`src/eeprom_pkg.sv`:
```
package eeprom_pkg;

    // upper nibble of every control byte
    localparam logic [3:0] DEV_CODE = 4'b1010;

    typedef enum logic
    {
        OP_WRITE = 1'b0,
        OP_READ  = 1'b1
    } eeprom_op_e;

    // host request, one byte per transaction
    typedef struct packed
    {
        eeprom_op_e op;
        logic [10:0] addr;   // bits 10..8 ride in the control byte
        logic [7:0] wdata;
    } eeprom_req_t;

    typedef struct packed
    {
        logic [7:0] rdata;   // valid for reads with nack clear
        logic nack;          // some slave ack was missing
    } eeprom_rsp_t;

endpackage

```
`src/serial_pkg.sv`:
```
package serial_pkg;

    // CMD_START doubles as repeated start
    typedef enum logic [1:0]
    {
        CMD_START = 2'd0,
        CMD_WRITE = 2'd1,
        CMD_READ  = 2'd2,
        CMD_STOP  = 2'd3
    } bit_cmd_e;

    typedef struct packed
    {
        bit_cmd_e cmd;
        logic [7:0] wbyte;
        logic last;          // read only, master NACKs the byte
    } bit_cmd_t;

    typedef struct packed
    {
        logic [7:0] rbyte;
        logic ack_missing;   // write only
    } bit_res_t;

endpackage

```
`src/byte_shifter.sv`:
```
`timescale 1ns/10ps

module byte_shifter (
    input  logic CLK,
    input  logic RESET,
    input  logic cmd_valid,
    input  serial_pkg::bit_cmd_t cmd,
    output logic cmd_ready,
    output logic done,
    output serial_pkg::bit_res_t res,
    input  logic low_mid,
    input  logic high_mid,
    output logic scl_run,
    output logic sda_pull,
    input  logic sda_in
);

    typedef enum logic [2:0]
    {
        S_IDLE,
        S_START,
        S_BITS,
        S_ACK,
        S_STOP
    } state_e;

    state_e state;
    logic [7:0] shreg;
    logic [2:0] bit_cnt;
    logic step;      // first half of the current slot is done
    logic rd_op;
    logic last_q;

    assign cmd_ready = (state == S_IDLE);

    always_ff @(posedge CLK)
    begin
        if (RESET)
        begin
            state <= S_IDLE;
            scl_run <= 1'b0;
            sda_pull <= 1'b0;
            done <= 1'b0;
            step <= 1'b0;
            bit_cnt <= '0;
            rd_op <= 1'b0;
            last_q <= 1'b0;
        end
        else
        begin
            done <= 1'b0;
            case (state)
                S_IDLE:
                begin
                    if (cmd_valid)
                    begin
                        step <= 1'b0;
                        bit_cnt <= '0;
                        rd_op <= (cmd.cmd == serial_pkg::CMD_READ);
                        last_q <= cmd.last;
                        case (cmd.cmd)
                            serial_pkg::CMD_START:
                            begin
                                state <= S_START;
                                if (!scl_run)
                                begin
                                    scl_run <= 1'b1;
                                    step <= 1'b1;   // bus free, sda already released
                                end
                            end
                            serial_pkg::CMD_STOP: state <= S_STOP;
                            default: state <= S_BITS;
                        endcase
                    end
                end
                S_START:
                begin
                    if (low_mid && !step)
                    begin
                        sda_pull <= 1'b0;   // release before repeated start
                        step <= 1'b1;
                    end
                    else if (high_mid && step)
                    begin
                        sda_pull <= 1'b1;   // sda falls with scl high
                        done <= 1'b1;
                        state <= S_IDLE;
                    end
                end
                S_BITS:
                begin
                    if (low_mid)
                    begin
                        sda_pull <= rd_op ? 1'b0 : ~shreg[7];
                        step <= 1'b1;
                    end
                    else if (high_mid && step)
                    begin
                        step <= 1'b0;
                        bit_cnt <= bit_cnt + 3'd1;
                        if (bit_cnt == 3'd7)
                            state <= S_ACK;
                    end
                end
                S_ACK:
                begin
                    if (low_mid)
                    begin
                        sda_pull <= rd_op && !last_q;   // write releases for the slave ack
                        step <= 1'b1;
                    end
                    else if (high_mid && step)
                    begin
                        done <= 1'b1;
                        state <= S_IDLE;
                    end
                end
                S_STOP:
                begin
                    if (low_mid)
                    begin
                        sda_pull <= 1'b1;
                        step <= 1'b1;
                    end
                    else if (high_mid && step)
                    begin
                        sda_pull <= 1'b0;   // sda rises with scl high
                        scl_run <= 1'b0;
                        done <= 1'b1;
                        state <= S_IDLE;
                    end
                end
                default: state <= S_IDLE;
            endcase
        end
    end

    // data path, sampled bits shift in at the lsb
    always_ff @(posedge CLK)
    begin
        if (state == S_IDLE && cmd_valid)
            shreg <= cmd.wbyte;
        else if (state == S_BITS && high_mid && step)
            shreg <= {shreg[6:0], sda_in};
        if (state == S_ACK && high_mid && step)
        begin
            res.rbyte <= shreg;
            res.ack_missing <= !rd_op && sda_in;
        end
    end

    a_sda_stable_high: assert property (@(posedge CLK) disable iff (RESET)
        high_mid && !(state inside {S_START, S_STOP}) |=> $stable(sda_pull));

    a_done_pulse: assert property (@(posedge CLK) disable iff (RESET)
        done |=> !done);

endmodule

```
`src/eeprom_ctrl.sv`:
```
`timescale 1ns/10ps

module eeprom_ctrl (
    input  logic CLK,
    input  logic RESET,
    input  logic req_valid,
    input  eeprom_pkg::eeprom_req_t req,
    output logic req_ready,
    output logic rsp_valid,
    output eeprom_pkg::eeprom_rsp_t rsp,
    input  logic rsp_ready,
    output logic cmd_valid,
    output serial_pkg::bit_cmd_t cmd,
    input  logic cmd_ready,
    input  logic done,
    input  serial_pkg::bit_res_t res
);

    typedef enum logic [3:0]
    {
        M_IDLE,
        M_START,
        M_CTRL_W,
        M_ADDR,
        M_DATA_W,
        M_RESTART,
        M_CTRL_R,
        M_DATA_R,
        M_STOP,
        M_RESP
    } state_e;

    state_e state;
    state_e nxt;
    eeprom_pkg::eeprom_req_t req_q;
    logic pend;      // command for this state not yet taken
    logic nack_q;
    logic [7:0] rdata_q;
    logic miss;

    assign req_ready = (state == M_IDLE);
    assign rsp_valid = (state == M_RESP);
    assign cmd_valid = pend;
    assign rsp.rdata = rdata_q;
    assign rsp.nack = nack_q;
    assign miss = res.ack_missing;

    // where to go once the engine reports done
    always_comb
    begin
        case (state)
            M_START: nxt = M_CTRL_W;
            M_CTRL_W: nxt = miss ? M_STOP : M_ADDR;
            M_ADDR:
            begin
                if (miss)
                    nxt = M_STOP;
                else if (req_q.op == eeprom_pkg::OP_READ)
                    nxt = M_RESTART;
                else
                    nxt = M_DATA_W;
            end
            M_RESTART: nxt = M_CTRL_R;
            M_CTRL_R: nxt = miss ? M_STOP : M_DATA_R;
            M_STOP: nxt = M_RESP;
            default: nxt = M_STOP;   // both data bytes end in stop
        endcase
    end

    always_comb
    begin
        cmd.cmd = serial_pkg::CMD_WRITE;
        cmd.wbyte = 8'h00;
        cmd.last = 1'b0;
        case (state)
            M_START, M_RESTART: cmd.cmd = serial_pkg::CMD_START;
            M_CTRL_W: cmd.wbyte = {eeprom_pkg::DEV_CODE, req_q.addr[10:8], 1'b0};
            M_ADDR: cmd.wbyte = req_q.addr[7:0];
            M_DATA_W: cmd.wbyte = req_q.wdata;
            M_CTRL_R: cmd.wbyte = {eeprom_pkg::DEV_CODE, req_q.addr[10:8], 1'b1};
            M_DATA_R:
            begin
                cmd.cmd = serial_pkg::CMD_READ;
                cmd.last = 1'b1;   // single byte, master NACKs
            end
            default: cmd.cmd = serial_pkg::CMD_STOP;
        endcase
    end

    always_ff @(posedge CLK)
    begin
        if (RESET)
        begin
            state <= M_IDLE;
            pend <= 1'b0;
            nack_q <= 1'b0;
        end
        else
        begin
            case (state)
                M_IDLE:
                begin
                    if (req_valid)
                    begin
                        state <= M_START;
                        pend <= 1'b1;
                        nack_q <= 1'b0;
                    end
                end
                M_RESP:
                begin
                    if (rsp_ready)
                        state <= M_IDLE;
                end
                default:
                begin
                    if (cmd_valid && cmd_ready)
                        pend <= 1'b0;
                    if (done)
                    begin
                        if (cmd.cmd == serial_pkg::CMD_WRITE)
                            nack_q <= nack_q | miss;   // sticky over write bytes
                        state <= nxt;
                        pend <= (nxt != M_RESP);
                    end
                end
            endcase
        end
    end

    always_ff @(posedge CLK)
    begin
        if (req_valid && req_ready)
            req_q <= req;
        if (done && state == M_DATA_R)
            rdata_q <= res.rbyte;
    end

    a_rsp_hold: assert property (@(posedge CLK) disable iff (RESET)
        rsp_valid && !rsp_ready |=> rsp_valid && $stable(rsp));

    a_idle_no_cmd: assert property (@(posedge CLK) disable iff (RESET)
        state == M_IDLE |-> !cmd_valid);

endmodule

```
`src/eeprom_top.sv`:
```
`timescale 1ns/10ps

module eeprom_top #(
    parameter int SCL_HALF = 4
) (
    input  logic CLK,
    input  logic RESET,
    input  logic req_valid,
    input  eeprom_pkg::eeprom_req_t req,
    output logic req_ready,
    output logic rsp_valid,
    output eeprom_pkg::eeprom_rsp_t rsp,
    input  logic rsp_ready,
    output logic scl,
    output logic sda_pull,
    input  logic sda_in
);

    logic cmd_valid;
    logic cmd_ready;
    serial_pkg::bit_cmd_t cmd;
    logic done;
    serial_pkg::bit_res_t res;
    logic scl_run;
    logic low_mid;
    logic high_mid;

    eeprom_ctrl u_ctrl (
        .CLK       (CLK),
        .RESET     (RESET),
        .req_valid (req_valid),
        .req       (req),
        .req_ready (req_ready),
        .rsp_valid (rsp_valid),
        .rsp       (rsp),
        .rsp_ready (rsp_ready),
        .cmd_valid (cmd_valid),
        .cmd       (cmd),
        .cmd_ready (cmd_ready),
        .done      (done),
        .res       (res)
    );

    byte_shifter u_shifter (
        .CLK       (CLK),
        .RESET     (RESET),
        .cmd_valid (cmd_valid),
        .cmd       (cmd),
        .cmd_ready (cmd_ready),
        .done      (done),
        .res       (res),
        .low_mid   (low_mid),
        .high_mid  (high_mid),
        .scl_run   (scl_run),
        .sda_pull  (sda_pull),
        .sda_in    (sda_in)
    );

    scl_gen #(
        .SCL_HALF (SCL_HALF)
    ) u_scl (
        .CLK      (CLK),
        .RESET    (RESET),
        .scl_run  (scl_run),
        .scl      (scl),
        .low_mid  (low_mid),
        .high_mid (high_mid)
    );

endmodule

```
`src/scl_gen.sv`:
```
`timescale 1ns/10ps

module scl_gen #(
    parameter int SCL_HALF = 4
) (
    input  logic CLK,
    input  logic RESET,
    input  logic scl_run,
    output logic scl,
    output logic low_mid,
    output logic high_mid
);

    localparam int CW = $clog2(SCL_HALF + 1);
    localparam logic [CW-1:0] LAST = CW'(SCL_HALF - 1);
    localparam logic [CW-1:0] MID = CW'(SCL_HALF / 2);

    logic [CW-1:0] cnt;
    logic at_mid;

    always_ff @(posedge CLK)
    begin
        if (RESET || !scl_run)
        begin
            cnt <= '0;
            scl <= 1'b1;   // parked high when idle
        end
        else if (cnt == LAST)
        begin
            cnt <= '0;
            scl <= ~scl;
        end
        else
        begin
            cnt <= cnt + 1'b1;
        end
    end

    assign at_mid = scl_run && (cnt == MID);
    assign low_mid = at_mid && !scl;
    assign high_mid = at_mid && scl;

endmodule

```
`config.mk`:
```
export PLATFORM = sky130hd
export DESIGN_NAME = eeprom_top
export DESIGN_NICKNAME = d
export VERILOG_FILES = /design/src/eeprom_pkg.sv /design/src/serial_pkg.sv /design/src/byte_shifter.sv /design/src/eeprom_ctrl.sv /design/src/eeprom_top.sv /design/src/scl_gen.sv
export SDC_FILE = /design/constraint.sdc
export NUM_CORES = 1
export LEC_CHECK = 0
export BUFFER_PORTS_ARGS = -buffer_cell sky130_fd_sc_hd__buf_2
export CORE_ASPECT_RATIO = 0.75
export CORE_MARGIN = 3
export CORE_UTILIZATION = 55
export CTS_BUF_LIST = sky130_fd_sc_hd__clkbuf_16
export DETAILED_ROUTE_END_ITERATION = 16
export PLACE_DENSITY = 0.78
export SLEW_MARGIN = 10
export SYNTH_ARGS = -nofsm -noshare
export SYNTH_HDL_FRONTEND = slang
export SYNTH_SLANG_ARGS = --single-unit
```
`constraint.sdc`:
```
create_clock -name CLK -period 2.53 [get_ports CLK]
set_clock_uncertainty 0.15 [all_clocks]
set_input_delay 0.3795 -clock CLK [delete_from_list [all_inputs] [get_ports CLK]]
set_output_delay 0.3795 -clock CLK [all_outputs]
set_load 0.01 [all_outputs]
```
==> summary.md <==
| Metric | Value |
|---|---|
| Worst Max-Slew Pin Slew | 0.6461 ns |
| Dominant synthesized flop cell | edfxtp_1 |
| Clock tree buffer depth | 2 |
| Slew headroom | 0.5677 |
| GP Congestion | slightly above 0.9 |
| Yosys warns | 0 |
| Max-cap violation count | 0 |
| Async S/R FF share, synth | 0 |
| Syn nets | ~310 |
| Crit path from | u_ctrl.state[0] |
| NumNets Final | approximately 350 |
| Post-Syn Area | 0.003062 mm2 |
| RSZ-0062 raised after global routing | false |
| Fill cell count | 387 |
| Post-CTS Setup Inserts | 0 |
| Setup WS post-layout | 0.2397 ns |
| Static Leak | about 1.4 nW |
| Post-cts sizing count | 0 |
| Drt initial violations | 247 |
| Critical Path Source Type | flip-flop |
| Crit. End Element | output port |
| TritonCTS Buffers | 9 |
| Number of synthesized flops with an enable pin | 45 |
| Mapped Cells | about 280 |
| Final Non-Filler Cells | between 300 and 400 |
| Pwr/cell area | roughly 750 mW/mm2 |
| First-pass GRT wire length | slightly above 10,000 um |
| Clock Pin Slew Worst Setup and Hold Paths | about 0.050 ns |
| Kind of critical path | reg2out |
| Die Ht | roughly 71 um |
| Setup TNS | 0 ns |
| Slew Limit Fails | 0 |
| Largest net degree at the start of global routing | 24 |
| Achievable Freq | about 440 MHz |
| Post-synth cell types | 52 |
| Crit path max fanout | 15 |
| Core area | roughly 0.005 mm2 |
| CP Data Arrival Time | ~1.8 ns |
| Seq cells post-synth | 67 |
| Final Critical Period | ~2.3 ns |
| Clk_lat worst skew | between 0.3 and 0.4 ns |
| Worst r2r path cells | 8 |
| Diode count | 0 |
| Final Hold Viols | 0 |
| CTS Root Cell | clkbuf_16 |
| Area Growth Syn to Fin | 17.04% |
| GR Util All Layers | 0.2024 |
| Worst r2r src | u_ctrl.state[0] |
| Pwr Total | 0.002700 W |
| Outcome | finished clean |
| Number of global-route vias before repair | approximately 2.1k |
| Commonest non-fill, non-tap cell in the layout | edfxtp_1 |
| Vias per cell | slightly below 6 |
| Die outline area | approximately 0.0065 mm2 |
| Routed length per instance | ~15 um |
| Flop2flop setup slack | roughly 0.3 ns |
| CP required | ~2.0 ns |
| Hold_sp | req[15] |
| DP Wirelength | a little over 4000 um |
| Critical path endpoint | rsp_valid |
| Die Width | between 90 and 100 um |
| Htree depth | 3 |
| 1st-pass router iterations | 5 |
| Clock tree from TritonCTS | yes |
| Share of cells above drive strength 1 | 0.2143 |
| Initial antenna violation count | 0 |
| Antenna-violating nets left | 0 |
| Highest-count cells in the layout ignoring fill and taps | edfxtp_1, buf_2, nor2_1 |
| Hold_buf cts | 0 |
| Peak VDD IR | 0.0006862 V |
| Total wire length | between 6000 and 7000 um |
| Critical R2R Capture | u_shifter.state[0] |
| Via count | approximately 2.3k |
| # setup viols final | 0 |
| Cell Rows | 22 |
| DRC | 0 |
| Seq/Total Area, Yosys | 0.5852 |
| Tcrit/Tclk final | 0.9053 |
| Starting Density | 0.5980 |
| Pre-CTS setup slack | 0.3408 ns |
| GRT overflow | 0 |
| Worst Hold Class | in2reg |
| Syn Area/Cell | 10.97 um2 |
| # IOs | 38 |
| PortBufs | 37 |
| DP Cell Count | 379 |
| Sinks on Clock Net | 67 |
layer usage:
metal	share of wire	track usage	vias up
met5	0	0	-
met4	0.013	0.05437	0
met3	0.10	0.08714	10
met2	0.46	0.3010	125
met1	0.42	0.2747	1091
li1	-	-	1109
state kept, by name, summed over array words and instances, names as in the netlist, 3 cells and up:
name and count:
u_shifter.shreg 8, u_ctrl.rdata_q 8, u_shifter.res 9, u_ctrl.state 4
u_shifter.bit_cnt 3, u_scl.cnt 3, u_shifter.state 3, u_ctrl.req_q 20
how the worst min path moves through the flow:
stage | cells past startpoint | end
2_1_floorplan | 0 | u_ctrl.rdata_q[0]
3_3_place_gp | 0 | u_ctrl.rdata_q[7]
3_5_place_dp | 0 | u_ctrl.rdata_q[2]
4_1_cts | 1 | u_ctrl.req_q[18]
5_1_grt | 1 | u_ctrl.req_q[19]
6_report | 1 | u_ctrl.req_q[15]
area by class of cell:
type                       instances  area [um2]  share of cell area
multi-input combinational        182        1144              0.3191
clock buffer                       9       225.2             0.06285
sequential                        67        1792              0.5000
tap                               72       90.09             0.02514
clock inverter                     6       42.54             0.01187
inverter                          14       52.55             0.01466
timing repair buffer              44       237.7             0.06634
report_power, final:
part	internal (W)	leakage [nW]	switching [W]
Combinational	0.000122	0.634	0.000170
Sequential	0.00125	0.598	0.0000467
Clock	0.000657	0.128	0.000453
logic make-up after synthesis:
logic type | synth area share
compound gates | 0.1712
flops | 0.5852
buf+inv | 0.04128
simple gates | 0.1639
fa+ha+maj | 0.03269
xor+xnor | 0.005722
worst max-delay path: stages (launching register included):
cell and delay [ns]:
dfxtp_1 0.48, buf_4 0.25, or3b_1 0.40, nor2_1 0.14
buf_2 0.15
through the flow:
stage | utilization | hold slack [ns] | area (um2)
after floorplan | - | 0.2503 | 3062
after global placement | 0.6476 | 0.2501 | 3316
after detailed placement | 0.6476 | 0.2545 | 3316
after CTS | 0.6999 | 0.06096 | 3583
after global routing | 0.6999 | 0.05495 | 3583
final | 0.6999 | 0.07208 | 3583
cells in the mapped netlist, drive strengths merged, types with 2 or more instances:
cell | count | area, um2
a31oi | 5 | 31.28
nand2b | 4 | 25.02
nor3 | 7 | 35.03
clkbuf | 7 | 26.28
nor2b | 11 | 68.82
or3b | 2 | 17.52
nand3b | 3 | 26.27
inv | 14 | 52.55
nand3 | 6 | 30.03
a2bb2oi | 3 | 26.28
nand2 | 21 | 78.83
dfxtp | 22 | 440.4
o21ai | 16 | 80.07
a311oi | 2 | 17.52
o32ai | 2 | 17.52
o31ai | 5 | 42.54
a211oi | 4 | 30.03
a22o | 9 | 78.83
a32o | 2 | 20.02
nor2 | 31 | 128.9
a21oi | 18 | 90.09
ha | 8 | 100.1
or3 | 2 | 17.52
buf | 9 | 47.55
o211ai | 3 | 22.52
edfxtp | 45 | 1351
(Power assumes the default switching activity.)
